`src/lock_pkg.sv`:
```
`default_nettype none

package lock_pkg;

    // key codes, digits keep their own value
    typedef enum logic [3:0] {
        KEY_0     = 4'd0,
        KEY_1     = 4'd1,
        KEY_2     = 4'd2,
        KEY_3     = 4'd3,
        KEY_4     = 4'd4,
        KEY_5     = 4'd5,
        KEY_6     = 4'd6,
        KEY_7     = 4'd7,
        KEY_8     = 4'd8,
        KEY_9     = 4'd9,
        KEY_ENTER = 4'd10,
        KEY_BACK  = 4'd11,
        KEY_CLEAR = 4'd12,
        KEY_SET   = 4'd13,
        KEY_NONE  = 4'd15
    } key_t;

    typedef enum logic [1:0] {
        TONE_CLICK,  // key feedback
        TONE_OK,     // open or code stored
        TONE_FAIL,   // wrong code
        TONE_TICK    // lockout second
    } tone_t;

    localparam logic [3:0]  DIGIT_BLANK = 4'hF;
    localparam logic [11:0] DISP_OPEN   = 12'hBCC;
    localparam logic [11:0] DISP_SET    = 12'hDDD;
    localparam logic [11:0] DISP_IDLE   = 12'hFFF;

    // lockout start in bcd seconds, indexed by lockouts so far
    localparam logic [11:0] LOCKOUT_BCD [0:3] = '{12'h005, 12'h010, 12'h020, 12'h060};

    localparam logic [1:0] MAX_TRIES = 2'd3;

endpackage

`default_nettype wire
```
`src/entry_if.sv`:
```
`default_nettype none

interface entry_if;

    logic [11:0] digits;  // newest digit in low nibble
    logic [1:0]  count;   // digits held, 0 to 3
    logic        accept;  // buffer may take keys
    logic        clear;   // blank the buffer next edge

    modport buffer (
        output digits, count,
        input  accept, clear
    );

    modport ctrl (
        input  digits, count,
        output accept, clear
    );

endinterface

`default_nettype wire

```
`src/code_lock_top.sv`:
```
`default_nettype none

module code_lock_top #(
    parameter int          TICK_CYCLES    = 50_000_000,
    parameter logic [11:0] DEFAULT_SECRET = 12'h246,
    parameter int          CLICK_LEN      = 10_000_000,
    parameter int          OK_LEN         = 30_000_000,
    parameter int          FAIL_LEN       = 15_000_000,
    parameter int          TICK_LEN       = 5_000_000,
    parameter int          CLICK_HALF     = 50_000,
    parameter int          OK_HALF        = 25_000,
    parameter int          FAIL_HALF      = 100_000,
    parameter int          TICK_HALF      = 100_000
) (
    input  wire logic        clk,
    input  wire logic        arst_n,
    input  wire logic [15:0] onehot,
    output logic [11:0]      display,
    output logic [1:0]       tries,
    output logic             unlocked,
    output logic             locked_out,
    output logic             buzzer
);

    import lock_pkg::*;

    key_t  key;
    logic  key_valid;
    logic  tone_req;
    tone_t tone;

    entry_if ent_if ();

    key_decoder u_dec (
        .clk       (clk),
        .arst_n    (arst_n),
        .onehot    (onehot),
        .key       (key),
        .key_valid (key_valid)
    );

    entry_buffer u_buf (
        .clk       (clk),
        .arst_n    (arst_n),
        .key       (key),
        .key_valid (key_valid),
        .ent       (ent_if.buffer)
    );

    lock_ctrl #(
        .TICK_CYCLES    (TICK_CYCLES),
        .DEFAULT_SECRET (DEFAULT_SECRET)
    ) u_ctrl (
        .clk        (clk),
        .arst_n     (arst_n),
        .key        (key),
        .key_valid  (key_valid),
        .ent        (ent_if.ctrl),
        .display    (display),
        .tries      (tries),
        .unlocked   (unlocked),
        .locked_out (locked_out),
        .tone_req   (tone_req),
        .tone       (tone)
    );

    buzzer_gen #(
        .CLICK_LEN  (CLICK_LEN),
        .OK_LEN     (OK_LEN),
        .FAIL_LEN   (FAIL_LEN),
        .TICK_LEN   (TICK_LEN),
        .CLICK_HALF (CLICK_HALF),
        .OK_HALF    (OK_HALF),
        .FAIL_HALF  (FAIL_HALF),
        .TICK_HALF  (TICK_HALF)
    ) u_buzz (
        .clk      (clk),
        .arst_n   (arst_n),
        .tone_req (tone_req),
        .tone     (tone),
        .buzzer   (buzzer)
    );

endmodule

`default_nettype wire

```
`src/buzzer_gen.sv`:
```
`default_nettype none

module buzzer_gen #(
    parameter int CLICK_LEN  = 10_000_000,
    parameter int OK_LEN     = 30_000_000,
    parameter int FAIL_LEN   = 15_000_000,
    parameter int TICK_LEN   = 5_000_000,
    parameter int CLICK_HALF = 50_000,
    parameter int OK_HALF    = 25_000,
    parameter int FAIL_HALF  = 100_000,
    parameter int TICK_HALF  = 100_000
) (
    input  wire logic            clk,
    input  wire logic            arst_n,
    input  wire logic            tone_req,
    input  wire lock_pkg::tone_t tone,
    output logic                 buzzer
);

    import lock_pkg::*;

    localparam int MAX_A   = (CLICK_LEN > OK_LEN) ? CLICK_LEN : OK_LEN;
    localparam int MAX_B   = (FAIL_LEN > TICK_LEN) ? FAIL_LEN : TICK_LEN;
    localparam int MAX_LEN = (MAX_A > MAX_B) ? MAX_A : MAX_B;
    localparam int CW      = $clog2(MAX_LEN + 1);

    tone_t         tone_q;
    logic          active_q;
    logic          phase_q;   // square wave level
    logic [CW-1:0] dur_q;     // cycles since request
    logic [CW-1:0] half_q;    // cycles in this half-period
    logic [CW-1:0] len_sel;
    logic [CW-1:0] half_sel;
    logic          mute;

    always_comb begin
        case (tone_q)
            TONE_OK: begin
                len_sel  = CW'(OK_LEN);
                half_sel = CW'(OK_HALF);
            end
            TONE_FAIL: begin
                len_sel  = CW'(FAIL_LEN);
                half_sel = CW'(FAIL_HALF);
            end
            TONE_TICK: begin
                len_sel  = CW'(TICK_LEN);
                half_sel = CW'(TICK_HALF);
            end
            default: begin
                len_sel  = CW'(CLICK_LEN);
                half_sel = CW'(CLICK_HALF);
            end
        endcase
    end

    // fail tone is silent in its middle third
    assign mute = (tone_q == TONE_FAIL) && (dur_q > CW'(FAIL_LEN / 3))
                && (dur_q < CW'((2 * FAIL_LEN) / 3));

    always_ff @(posedge clk or negedge arst_n) begin
        if (!arst_n) begin
            tone_q   <= TONE_CLICK;
            active_q <= 1'b0;
            phase_q  <= 1'b0;
            dur_q    <= '0;
            half_q   <= '0;
        end else if (tone_req) begin
            tone_q   <= tone;  // a request always restarts
            active_q <= 1'b1;
            phase_q  <= 1'b1;
            dur_q    <= '0;
            half_q   <= '0;
        end else if (active_q) begin
            dur_q <= dur_q + 1'b1;
            if (half_q == half_sel - 1'b1) begin
                half_q  <= '0;
                phase_q <= ~phase_q;
            end else begin
                half_q <= half_q + 1'b1;
            end
            if (dur_q == len_sel - 1'b1) begin
                active_q <= 1'b0;  // tone over
                phase_q  <= 1'b0;
            end
        end
    end

    assign buzzer = active_q && phase_q && !mute;

endmodule

`default_nettype wire

```
`src/lock_ctrl.sv`:
```
`default_nettype none

module lock_ctrl #(
    parameter int          TICK_CYCLES    = 50_000_000,
    parameter logic [11:0] DEFAULT_SECRET = 12'h246
) (
    input  wire logic           clk,
    input  wire logic           arst_n,
    input  wire lock_pkg::key_t key,
    input  wire logic           key_valid,
    entry_if.ctrl               ent,
    output logic [11:0]         display,
    output logic [1:0]          tries,
    output logic                unlocked,
    output logic                locked_out,
    output logic                tone_req,
    output lock_pkg::tone_t     tone
);

    import lock_pkg::*;

    localparam int TW = (TICK_CYCLES > 1) ? $clog2(TICK_CYCLES) : 1;

    typedef enum logic [1:0] {ST_IDLE, ST_OPEN, ST_SET, ST_LOCK} state_t;

    state_t        state_q;
    logic [11:0]   secret_q;
    logic [1:0]    tries_q;
    logic [1:0]    lock_idx_q;  // saturating lockout count
    logic [11:0]   bcd_q;       // countdown in bcd seconds
    logic [TW-1:0] tick_cnt_q;
    logic          enter_ok;
    logic          key_edit;

    function automatic logic [11:0] bcd_dec(input logic [11:0] v);
        logic [11:0] r;
        r = v;
        if (v[3:0] != 4'd0) begin
            r[3:0] = v[3:0] - 4'd1;
        end else begin
            r[3:0] = 4'd9;
            if (v[7:4] != 4'd0) begin
                r[7:4] = v[7:4] - 4'd1;
            end else begin
                r[7:4]  = 4'd9;
                r[11:8] = v[11:8] - 4'd1;
            end
        end
        return r;
    endfunction

    assign enter_ok = (key == KEY_ENTER) && (ent.count == 2'd3);
    assign key_edit = ((key <= KEY_9) && (ent.count != 2'd3))
                    || ((key == KEY_BACK) && (ent.count != 2'd0));  // same rule as the buffer

    assign ent.accept = (state_q == ST_IDLE) || (state_q == ST_SET);
    assign ent.clear  = key_valid && ent.accept
                      && (enter_ok || (key == KEY_CLEAR)
                          || ((state_q == ST_IDLE) && (key == KEY_SET)));

    always_ff @(posedge clk or negedge arst_n) begin
        if (!arst_n) begin
            state_q    <= ST_IDLE;
            secret_q   <= DEFAULT_SECRET;
            tries_q    <= 2'd0;
            lock_idx_q <= 2'd0;
            bcd_q      <= 12'h000;
            tick_cnt_q <= '0;
            tone_req   <= 1'b0;
            tone       <= TONE_CLICK;
        end else begin
            tone_req <= 1'b0;
            case (state_q)
                ST_IDLE: if (key_valid) begin
                    if (enter_ok && (ent.digits == secret_q)) begin
                        state_q  <= ST_OPEN;
                        tries_q  <= 2'd0;
                        tone_req <= 1'b1;
                        tone     <= TONE_OK;
                    end else if (enter_ok) begin
                        tone_req <= 1'b1;
                        tone     <= TONE_FAIL;
                        if (tries_q == MAX_TRIES - 2'd1) begin
                            state_q    <= ST_LOCK;
                            tries_q    <= 2'd0;
                            bcd_q      <= LOCKOUT_BCD[lock_idx_q];
                            tick_cnt_q <= '0;
                            if (lock_idx_q != 2'd3) begin
                                lock_idx_q <= lock_idx_q + 2'd1;
                            end
                        end else begin
                            tries_q <= tries_q + 2'd1;
                        end
                    end else if (key == KEY_SET) begin
                        state_q  <= ST_SET;
                        tone_req <= 1'b1;
                        tone     <= TONE_CLICK;
                    end else if ((key == KEY_CLEAR) || key_edit) begin
                        if (key == KEY_CLEAR) begin
                            tries_q <= 2'd0;
                        end
                        tone_req <= 1'b1;
                        tone     <= TONE_CLICK;
                    end
                end
                ST_SET: if (key_valid) begin
                    if (enter_ok) begin
                        secret_q <= ent.digits;  // new code
                        tries_q  <= 2'd0;
                        state_q  <= ST_IDLE;
                        tone_req <= 1'b1;
                        tone     <= TONE_OK;
                    end else if ((key == KEY_CLEAR) || key_edit) begin
                        if (key == KEY_CLEAR) begin
                            state_q <= ST_IDLE;
                            tries_q <= 2'd0;
                        end
                        tone_req <= 1'b1;
                        tone     <= TONE_CLICK;
                    end
                end
                ST_OPEN: if (key_valid && (key == KEY_CLEAR)) begin
                    state_q  <= ST_IDLE;
                    tries_q  <= 2'd0;
                    tone_req <= 1'b1;
                    tone     <= TONE_CLICK;
                end
                default: begin  // lockout drops all keys
                    if (tick_cnt_q == TW'(TICK_CYCLES - 1)) begin
                        tick_cnt_q <= '0;
                        if (bcd_q == 12'h000) begin
                            state_q <= ST_IDLE;
                        end else begin
                            bcd_q    <= bcd_dec(bcd_q);
                            tone_req <= 1'b1;
                            tone     <= TONE_TICK;
                        end
                    end else begin
                        tick_cnt_q <= tick_cnt_q + 1'b1;
                    end
                end
            endcase
        end
    end

    always_comb begin
        case (state_q)
            ST_OPEN: display = DISP_OPEN;
            ST_SET:  display = (ent.count == 2'd0) ? DISP_SET : ent.digits;
            ST_LOCK: display = bcd_q;
            default: display = (ent.count == 2'd0) ? DISP_IDLE : ent.digits;
        endcase
    end

    assign tries      = tries_q;
    assign unlocked   = (state_q == ST_OPEN);
    assign locked_out = (state_q == ST_LOCK);

endmodule

`default_nettype wire

```
`src/entry_buffer.sv`:
```
`default_nettype none

module entry_buffer (
    input  wire logic           clk,
    input  wire logic           arst_n,
    input  wire lock_pkg::key_t key,
    input  wire logic           key_valid,
    entry_if.buffer             ent
);

    import lock_pkg::*;

    logic [11:0] digits_q;
    logic [1:0]  count_q;
    logic        take;
    logic        is_digit;

    assign take     = key_valid && ent.accept;
    assign is_digit = (key <= KEY_9);

    always_ff @(posedge clk or negedge arst_n) begin
        if (!arst_n) begin
            digits_q <= {3{DIGIT_BLANK}};
            count_q  <= 2'd0;
        end else if (ent.clear) begin
            digits_q <= {3{DIGIT_BLANK}};  // wins over any key
            count_q  <= 2'd0;
        end else if (take) begin
            if (is_digit && (count_q != 2'd3)) begin
                digits_q <= {digits_q[7:0], key};  // new digit enters the low nibble
                count_q  <= count_q + 2'd1;
            end else if ((key == KEY_BACK) && (count_q != 2'd0)) begin
                digits_q <= {DIGIT_BLANK, digits_q[11:4]};  // drop newest
                count_q  <= count_q - 2'd1;
            end
            // digit with full buffer is ignored
        end
    end

    assign ent.digits = digits_q;
    assign ent.count  = count_q;

endmodule

`default_nettype wire

```
`src/key_decoder.sv`:
```
`default_nettype none

module key_decoder (
    input  wire logic          clk,
    input  wire logic          arst_n,
    input  wire logic [15:0]   onehot,
    output lock_pkg::key_t     key,
    output logic               key_valid
);

    import lock_pkg::*;

    logic [15:0] onehot_q;  // sampled keypad word
    logic [15:0] prev_q;    // word one cycle earlier
    logic        single;
    key_t        key_c;

    // exactly one bit set
    assign single = (onehot_q != 16'h0000) && ((onehot_q & (onehot_q - 16'd1)) == 16'h0000);

    // pad wiring of the board
    always_comb begin
        case (onehot_q)
            16'h0001: key_c = KEY_ENTER;
            16'h0008: key_c = KEY_0;
            16'h0010: key_c = KEY_SET;
            16'h0020: key_c = KEY_3;
            16'h0040: key_c = KEY_2;
            16'h0080: key_c = KEY_1;
            16'h0100: key_c = KEY_CLEAR;
            16'h0200: key_c = KEY_6;
            16'h0400: key_c = KEY_5;
            16'h0800: key_c = KEY_4;
            16'h1000: key_c = KEY_BACK;
            16'h2000: key_c = KEY_9;
            16'h4000: key_c = KEY_8;
            16'h8000: key_c = KEY_7;
            default:  key_c = KEY_NONE;  // unused positions
        endcase
    end

    always_ff @(posedge clk or negedge arst_n) begin
        if (!arst_n) begin
            onehot_q  <= 16'h0000;
            prev_q    <= 16'h0000;
            key_valid <= 1'b0;
        end else begin
            onehot_q  <= onehot;
            prev_q    <= onehot_q;
            key_valid <= single && (onehot_q != prev_q);  // held key gives no repeat
        end
    end

    always_ff @(posedge clk) begin
        key <= key_c;
    end

endmodule

`default_nettype wire

```
`config.mk`:
```
export PLATFORM = sky130hd
export DESIGN_NAME = code_lock_top
export DESIGN_NICKNAME = d
export VERILOG_FILES = /design/src/lock_pkg.sv /design/src/entry_if.sv /design/src/code_lock_top.sv /design/src/buzzer_gen.sv /design/src/lock_ctrl.sv /design/src/entry_buffer.sv /design/src/key_decoder.sv
export SDC_FILE = /design/constraint.sdc
export NUM_CORES = 1
export LEC_CHECK = 0
export BUFFER_PORTS_ARGS = -buffer_cell sky130_fd_sc_hd__buf_2
export CAP_MARGIN = 20
export CORE_MARGIN = 2
export CORE_UTILIZATION = 60
export DETAILED_ROUTE_END_ITERATION = 8
export PLACE_DENSITY = 0.76
export SKIP_CTS_REPAIR_TIMING = 1
export SYNTH_ARGS = -nofsm -noshare
export SYNTH_HDL_FRONTEND = slang
export SYNTH_SLANG_ARGS = --single-unit
```
`constraint.sdc`:
```
create_clock -name clk -period 3.3 [get_ports clk]
set_input_delay 0.495 -clock clk [delete_from_list [all_inputs] [get_ports clk]]
set_output_delay 0.495 -clock clk [all_outputs]
set_load 0.05 [all_outputs]
```
### After elaboration in Yosys (flattened, before gate mapping)

Index checks and enable logic that the tools add are counted.

| storage, ports and cells | value |
|---|---|
| output and inout bits | 17 |
| input port bits | 18 |
| bits in registers | 164 |
| logic and storage cells | 230 |

| cells by class | value |
|---|---|
| equal/unequal tests | 48 |
| magnitude comparators | 4 |
| reductions and logical operators | 49 |
| muxes and demuxes | 90 |
| bitwise logic cells | 5 |
| add/subtract/negate cells | 13 |

Operators by type and width:

| kind | count |
|---|---|
| 12-bit two-way mux | 14 |
| 26-bit two-way mux | 5 |
| 25-bit two-way mux | 5 |
| 25-bit one-hot mux with 3 select lines | 1 |
| 2-bit two-way mux | 34 |
| 4-bit one-hot mux with 14 select lines | 1 |
| 26-bit one-hot mux with 2 select lines | 1 |
| 25-bit by 1-bit adder with 25-bit output, second input constant | 2 |
| 25-bit equality test | 2 |
| 12-bit one-hot mux with 3 select lines | 1 |
| 17-bit one-hot mux with 2 select lines | 1 |
| 26-bit by 1-bit adder with 26-bit output, second input constant | 1 |
| 26-bit equality test, second input constant | 1 |
| 25-bit by 23-bit > comparator with 1-bit output, second input constant | 1 |
| 25-bit by 24-bit less-than comparator with 1-bit output, second input constant | 1 |
| 25-bit by 1-bit subtractor with 25-bit output, second input constant | 1 |
| 12-bit binary-select mux with 2-bit select | 1 |
| 12-bit one-hot mux with 2 select lines | 1 |
| 2-bit one-hot mux with 3 select lines | 3 |
| 9-bit AND reduction | 2 |
| 17-bit by 1-bit subtractor with 18-bit output, second input constant | 1 |
| 1-bit two-way mux | 17 |
| 16-bit AND | 1 |
| 16-bit by 1-bit equality test with 1-bit output, second input constant | 1 |
| other kinds (52) | 110 |

### Longest topological paths before layout

Gate-level depths: netlist of the first run.

| logic depth | value |
|---|---|
| word-level depth | 10 |
| mapped depth | 10 |
| depth with buffers taken out | 8 |

### By module

A second synthesis of the first run with hierarchy kept.

| second synthesis, totals | value |
|---|---|
| cell total of the unflattened synthesis | 1046 |
| area total of the unflattened synthesis | 9671.8 um^2 |

Modules (own cells, without submodules):

| module | area an instance (um^2) | cells an instance | seq. area each (um^2) | instances |
|---|---|---|---|---|
| lock_ctrl | 3915.0 | 450 | 1481.4 | 1 |
| buzzer_gen | 3261.9 | 369 | 1351.3 | 1 |
| key_decoder | 1707.9 | 155 | 905.9 | 1 |
| entry_buffer | 787.0 | 72 | 365.4 | 1 |

### Worst setup path after synthesis of the first run

No wires, ideal clock.

| timing path | value |
|---|---|
| path kind | reg-to-output |
| start | register u_ctrl.state_q[1] |
| end | output display[11] |
| arrival time | 2.487 ns |
| path buffers | 1 |
| stages on the path, launching flop included | 6 |
| data required time | 2.805 ns |
| setup slack | 0.318 ns |
| cell sequence | dfrtp_1 > inv_1 > ha_1 > clkbuf_1 > a21oi_1 > o21ai_0 |

| on the way | value |
|---|---|
| longest elaborated chain between the ends | 2 |
| elaborated cells between the ends (all ways) | 4 |
| those cells by class | eq/ne (3); mux (1) |

Ends and longest elaborated chain:

| element | RTL line | RTL |
|---|---|---|
| from (decl) | lock_ctrl.sv:26 | `state_t state_q;` |
| from (signal assigned) | lock_ctrl.sv:63 | `state_q <= ST_IDLE;` |
| from (signal assigned) | lock_ctrl.sv:76 | `state_q <= ST_OPEN;` |
| from (signal assigned) | lock_ctrl.sv:84 | `state_q <= ST_LOCK;` |
| 2-bit by 1-bit equality test with 1-bit output | -- |  |
| named net unlocked | code_lock_top.sv:20 | `output logic unlocked,` |
| 12-bit one-hot mux with 3 select lines | lock_ctrl.sv:147 | `case (state_q)` |
| to (decl) | code_lock_top.sv:18 | `output logic [11:0] display,` |

The timed path passes the listed nets, and every way through them passes these cells.

### Worst setup path in the final report of the first run

| timing path | value |
|---|---|
| start | register u_buzz.dur_q[20] |
| end | output buzzer |

| on the way | value |
|---|---|
| longest elaborated chain between the ends | 5 |
| elaborated cells between the ends (all ways) | 6 |
| those cells by class | order compare (2); reduce/logical (4) |

Ends and longest elaborated chain:

| element | RTL line | RTL |
|---|---|---|
| from (decl) | buzzer_gen.sv:30 | `logic [CW-1:0] dur_q;` |
| from (signal assigned) | buzzer_gen.sv:75 | `dur_q <= dur_q + 1'b1;` |
| 25-bit by 23-bit > comparator with 1-bit output | buzzer_gen.sv:58 | `assign mute = (tone_q == TONE_FAIL) && (dur_q > CW'(FAIL_LEN / 3))` |
| 1-bit logical AND | buzzer_gen.sv:58 |  |
| 1-bit logical AND (*) | buzzer_gen.sv:59 | `&& (dur_q < CW'((2 * FAIL_LEN) / 3));` |
| 1-bit logical NOT (*) | buzzer_gen.sv:89 | `assign buzzer = active_q && phase_q && !mute;` |
| 1-bit logical AND (*) | buzzer_gen.sv:89 |  |
| to (decl) | code_lock_top.sv:22 | `output logic buzzer` |

Mark *: on every way between the ends. The rest lies on a longest branch, timed or not.

==> results of run 1 <==
-- kinds of logic (layout without fill, tap and decap cells) --
kind of cell / Yosys count / in the layout / synth area share (%)
AO/OA/AOI/OAI: 269 / 269 / 18.5
AND/OR/NAND/NOR: 448 / 448 / 24.6
adder cells (fa/ha/maj): 16 / 16 / 2.05
XOR/XNOR: 63 / 63 / 5.79
multiplexers: 17 / 17 / 1.98
flip-flops: 164 / 164 / 43.1
buffers and inverters: 92 / 109 / 4.03
-- worst max-delay path, delay by kind of cell (launching register included) --
kind            cells  cell delay, ns
flops               1            0.48
buf+inv             1            0.30
compound gates      1            0.27
simple gates        3            1.14
-- metrics by stage --
stage / utilization [%] / setup slack [ns]
2_1_floorplan: - / 0.318
3_3_place_gp: 62.6 / 0.690
3_5_place_dp: 62.6 / 0.569
4_1_cts: 66.3 / 0.226
5_1_grt: 66.3 / 0.144
6_report: 66.3 / 0.189
-- synthesized netlist by cell type, types with 6 or more instances --
| cell | number | area share (%) |
|---|---|---|
| and2_1 | 12 | 0.79 |
| xnor2_1 | 30 | 2.8 |
| a211oi_1 | 11 | 0.87 |
| dfstp_2 | 16 | 4.4 |
| nor4b_1 | 6 | 0.55 |
| and4_1 | 7 | 0.64 |
| or4_1 | 9 | 0.71 |
| or2_2 | 6 | 0.39 |
| a21o_1 | 7 | 0.55 |
| buf_1 | 7 | 0.28 |
| buf_2 | 6 | 0.32 |
| nor2b_1 | 6 | 0.39 |
| a31oi_1 | 16 | 1.1 |
| nand3_1 | 40 | 2.1 |
| o21ai_1 | 32 | 1.7 |
| o211ai_1 | 7 | 0.55 |
| clkbuf_1 | 46 | 1.8 |
| xor2_1 | 33 | 3.0 |
| ha_1 | 14 | 1.8 |
| or3_1 | 14 | 0.92 |
| nor4_1 | 30 | 2.0 |
| o31ai_1 | 22 | 1.7 |
| dfrtp_1 | 144 | 38 |
| and3_1 | 12 | 0.79 |
| nand2b_1 | 12 | 0.79 |
| a21oi_1 | 35 | 1.8 |
| mux2_2 | 13 | 1.5 |
| nor2_1 | 94 | 3.7 |
| nor3_1 | 30 | 1.6 |
| inv_1 | 26 | 1.0 |
| nor3b_1 | 8 | 0.63 |
| o21ai_0 | 71 | 3.7 |
| nand4_1 | 32 | 2.1 |
| nand2_1 | 106 | 4.2 |
-- final timing paths --
kind | from | endpoint | slack, ns
min | arst_n | u_buzz.half_q[12]$_DFFE_PN0P_ | 0.06
min in group clk | onehot[11] | u_dec.onehot_q[11]$_DFF_PN0_ | 0.16
max in group asynchronous | arst_n | u_ctrl.secret_q[2]$_DFFE_PN1P_ | 2.32
min reg2reg | u_ctrl.tick_cnt_q[15]$_DFFE_PN0P_ | u_ctrl.tick_cnt_q[15]$_DFFE_PN0P_ | 0.49
max | u_buzz.dur_q[20]$_DFFE_PN0P_ | buzzer | 0.19
max reg2reg | u_ctrl.bcd_q[0]$_DFFE_PN0P_ | u_ctrl.bcd_q[10]$_DFFE_PN0P_ | 0.53
-- power groups by stage --
stage | registers [mW] | logic, mW | clock network, mW
after CTS | 2.06 | 0.0975 | 1.99
after global placement | 2.10 | 0.0950 | 0
final | 2.06 | 0.0940 | 1.96
after global routing | 2.07 | 0.109 | 2.06
after detailed placement | 2.10 | 0.0971 | 0
after floorplan | 2.08 | 0.0588 | 0
-- cell type report --
class                   count  area (µm²)
repair buffers             51         317
fillers                  1279        5300
inverters                  26        97.6
well taps                 216         270
multi-input cells         813        5040
flip-flops and latches    164        4110
clock buffers              19         453
clock inverters            13         130
-- state kept, by name, indices dropped and copies added, names as in the netlist, 4 cells and up --
signal             flops
u_ctrl.bcd_q          12
u_dec.key              4
u_ctrl.secret_q       12
u_dec.prev_q          16
u_dec.onehot_q        16
u_buf.ent.digits      12
u_buzz.half_q         25
u_ctrl.tick_cnt_q     26
u_buzz.dur_q          25
-- layer usage --
metal | vias up | routed length (µm) | track usage, %
met5 | - | 0 | 0
li1 | 3938 | - | -
met3 | 22 | 1250 | 4.55
met4 | 0 | 278 | 9.04
met1 | 3964 | 10200 | 40.4
met2 | 289 | 10300 | 42.2
==> run metrics, run 1 <==
Power Density 395 nW/µm²; synthesized cell area between 9000 and 10000 µm²; HP Class in -> async; Design Area, Final roughly 10000 µm²; final net count 1105; vias post-DR about 8000; f_max ~320 MHz; post-route ant nets 0; residual DRC count 0; clock buffer depth 2; Placed Area just under 10000 µm²; Seq/Total Area, Yosys 43.1%; Starting Density between 60% and 70%; Slew Limit Headroom ~47%; critical path capture point type primary output; Syn Inst Count 1069; Reg clk slew, reported paths roughly 0.07 ns; final setup violation count 0; FF+latch count, synth between 150 and 200; Area Overhead vs Synth 9.28%; root buf cell clkbuf_16; via density per instance roughly 6.3; Setup CP Type reg -> out; CP arrival roughly 2.6 ns; Sinks on Clock Net 164; switching pwr 1.00 mW; Horiz. Die Dim 130 µm; Sw Share around 24%; number of synthesized flops with an enable pin 0; GRT overflow 0; total die area ~17000 µm²; global-route wire length before repair about 38000 µm; CP Launch Type flip-flop; core area ~16000 µm²; share of layout cells above drive strength 1 12.1%; antenna diode count 0; worst reg-to-reg path cell count 8; crit-path max FO 7; crit-path max cell delay between 0.5 and 0.6 ns; Total Power ~4 mW; Mapped Avg Cell Area about 8.9 µm²; drt total wl approximately 22000 µm; Yosys Warn Count 0; Final Non-Filler Cells approximately 1300; Cells after DPL 1270; VDD IR-drop max 0.367 mV; syn nets approximately 1100; ys async rst share a little over nine tenths; Slew Limit Fails 0; commonest non-fill, non-tap cell in the layout dfrtp_1; Num CTS Buffers 17; clock share of power about 48%; I/O pins 35; H-tree depth 4; CP Data Required Time 2.80 ns; Die Ht 130 µm; drt initial violations between 700 and 800; pin count of the biggest net entering global routing 73; CTS tree yes; port bufs 34; WL/cell 17.0 µm; Synth Flop Type dfrtp_1; Leak about 4.2 nW; Reg power frac about half; max-cap violations 0; Hold Violations, Final 0; commonest non-fill, non-tap cells in the layout dfrtp_1 (143), nand2_1 (106), nor2_1 (94), o21ai_0 (71), nand3_1 (40); initial antenna violation count 0; synth unique cells 86; Post-DP HPWL ~15000 µm; GPL Wtd Cong approximately 0.89; fin crit share between 90% and 100%; number of global-route vias before repair around 7600; Critical Path Slowest Stage Cell or4_1; RSZ-0062 raised after global routing no; setup TNS 0 ns; Clock Latency Late Sink roughly 0.43 ns; gr usage total ~28%; row cnt 46; worst slew pin tran approximately 0.78 ns; hold slack approximately 0.058 ns; status complete, no violations; P_int between 3 and 4 mW; minimum clock period 3.11 ns; clock skew approximately 0.012 ns; CP Cell Sequence or4_1, nor4_1, nand4_1, a41oi_1, buf_2; 1st-pass router iterations 5; Comb power frac under 10%
Note: power is estimated with default switching activity, not from simulation.
==> run 2: changes to the inputs <==
==> constraint.sdc (replaced) <==
create_clock -name clk -period 3.3 [get_ports clk]
set_input_delay 0.66 -clock clk [delete_from_list [all_inputs] [get_ports clk]]
set_output_delay 0.66 -clock clk [all_outputs]
set_load 0.05 [all_outputs]
==> run metrics, run 2 (synthesized netlist as in run 1, its figures left out) <==
status complete, no violations; Reg clk slew, reported paths ~0.070 ns; RSZ-0062 raised after global routing no; via density per instance between 6 and 7; VDD IR-drop max approximately 0.4 mV; reg2reg setup slack around 0.5 ns; max-cap violations 0; Setup CP Type reg -> out; commonest non-fill, non-tap cells in the layout dfrtp_1 (143), nand2_1 (106), nor2_1 (94), o21ai_0 (71), nand3_1 (40); Area Overhead vs Synth 9.74%; drt initial violations 828; Biggest register u_ctrl.tick_cnt_q; Die Ht around 130 µm; Num CTS Buffers 17; Starting Density between 60% and 70%; f_max about 310 MHz; largest registers u_ctrl.tick_cnt_q: 26 flops, u_buzz.dur_q: 25 flops, u_buzz.half_q: 25 flops; grt met3 use roughly 4.2%; commonest non-fill, non-tap cell in the layout dfrtp_1; initial antenna violation count 0; CTS tree yes; GR peak layer met2; CP Launch Type flip-flop; worst slew pin tran between 0.8 and 0.9 ns; residual DRC count 0; global-route wire length before repair between 30000 and 40000 µm; CP Data Required Time 2.64 ns; HP Class in -> async; clock buffer depth 2; WL/cell approximately 17 µm; Sinks on Clock Net 164; Final Non-Filler Cells 1301; GRT overflow 0; Reg power frac between 40% and 50%; drt total wl roughly 23000 µm; post-route ant nets 0; vias post-DR about 8000; port bufs 34; Hold Violations, Final 0; Post-DP HPWL approximately 15000 µm; Power Density about 400 nW/µm²; grt met1 use just over 40%; pin count of the biggest net entering global routing 77; I/O pins 35; Sw Share 26.0%; GPL Wtd Cong 0.882; crit-path max FO 7; Slew Limit Fails 0; switching pwr about 1.1 mW; P_int a little over 3 mW; Comb power frac ~2.4%; CP arrival ~2.5 ns; row cnt between 40 and 50; global-route met2 utilization a little over two fifths; root buf cell clkbuf_16; gr usage total 27.9%; 1st-pass router iterations 5; Horiz. Die Dim approximately 130 µm; minimum clock period 3.19 ns; setup TNS 0 ns; critical path capture point type primary output; antenna diode count 0; Slew Limit Headroom 43.7%; fin crit share between 90% and 100%; clock share of power between 40% and 50%; Clock Latency Late Sink around 0.44 ns; Fillers roughly 1300; Largest register FFs 26; total die area about 17000 µm²; clock skew between 0.01 and 0.015 ns; final net count roughly 1100; Cells after DPL about 1300; Leak ~4.2 nW; final setup violation count 0; number of global-route vias before repair 7524; H-tree depth 4; core area around 16000 µm²; share of layout cells above drive strength 1 12.1%
-- run 2: cell type report --
class                      instances  area (µm²)  share of cell area, %
multi-input combinational        813        5050                   48.3
sequential                       164        4110                   39.3
clock buffer                      17         425                   4.07
timing repair buffer              50         312                   2.98
tap                              216         270                   2.58
clock inverter                    15         201                   1.93
inverter                          26        97.6                  0.933
-- run 2: critical path: stages, from the launching register on --
cell      delay [ns]
dfrtp_1         0.47
or4_1           0.55
nor4_1          0.34
nand4_1         0.17
a41oi_1         0.28
clkbuf_4        0.27
-- run 2: path summary, 6_finish.rpt --
check                                               from                               to  cells after the start
hold / removal                                    arst_n    u_buzz.half_q[14]$_DFFE_PN0P_                      1
max in group asynchronous                         arst_n  u_buf.ent.digits[5]$_DFFE_PN1P_                      2
setup / recovery            u_buzz.dur_q[20]$_DFFE_PN0P_                           buzzer                      5
min in group clk                               onehot[9]      u_dec.onehot_q[9]$_DFF_PN0_                      1
hold reg to reg            u_buzz.half_q[24]$_DFFE_PN0P_    u_buzz.half_q[24]$_DFFE_PN0P_                      1
setup reg to reg             u_ctrl.bcd_q[0]$_DFFE_PN0P_     u_ctrl.bcd_q[10]$_DFFE_PN0P_                      8
-- run 2: per-layer routing --
metal	up-vias	wire length [µm]	part of all wire, %
li1	3948	-	-
met1	3981	10500	47
met2	263	10600	47
met3	41	1080	4.8
met4	0	355	1.6
met5	-	0	0
-- run 2: per-stage QoR --
| step | setup WS, ns | instance area [µm²] | utilization (%) | hold WS, ns | total power, mW |
|---|---|---|---|---|---|
| floorplan | 0.153 | 9530 | - | 0.352 | 2.14 |
| global placement | 0.541 | 9820 | 62.5 | 0.466 | 2.20 |
| detailed placement | 0.521 | 9820 | 62.5 | 0.474 | 2.20 |
| CTS | 0.103 | 10500 | 66.5 | 0.274 | 4.24 |
| global route | 0.0193 | 10500 | 66.6 | 0.300 | 4.34 |
| finish | 0.114 | 10500 | 66.6 | 0.229 | 4.20 |
-- run 2: power groups by stage --
stage	logic (mW)	clock network (mW)	registers [mW]
2_1_floorplan	0.0588	0	2.08
3_3_place_gp	0.0979	0	2.10
3_5_place_dp	0.101	0	2.10
4_1_cts	0.102	2.07	2.06
5_1_grt	0.115	2.16	2.06
6_report	0.0989	2.04	2.06
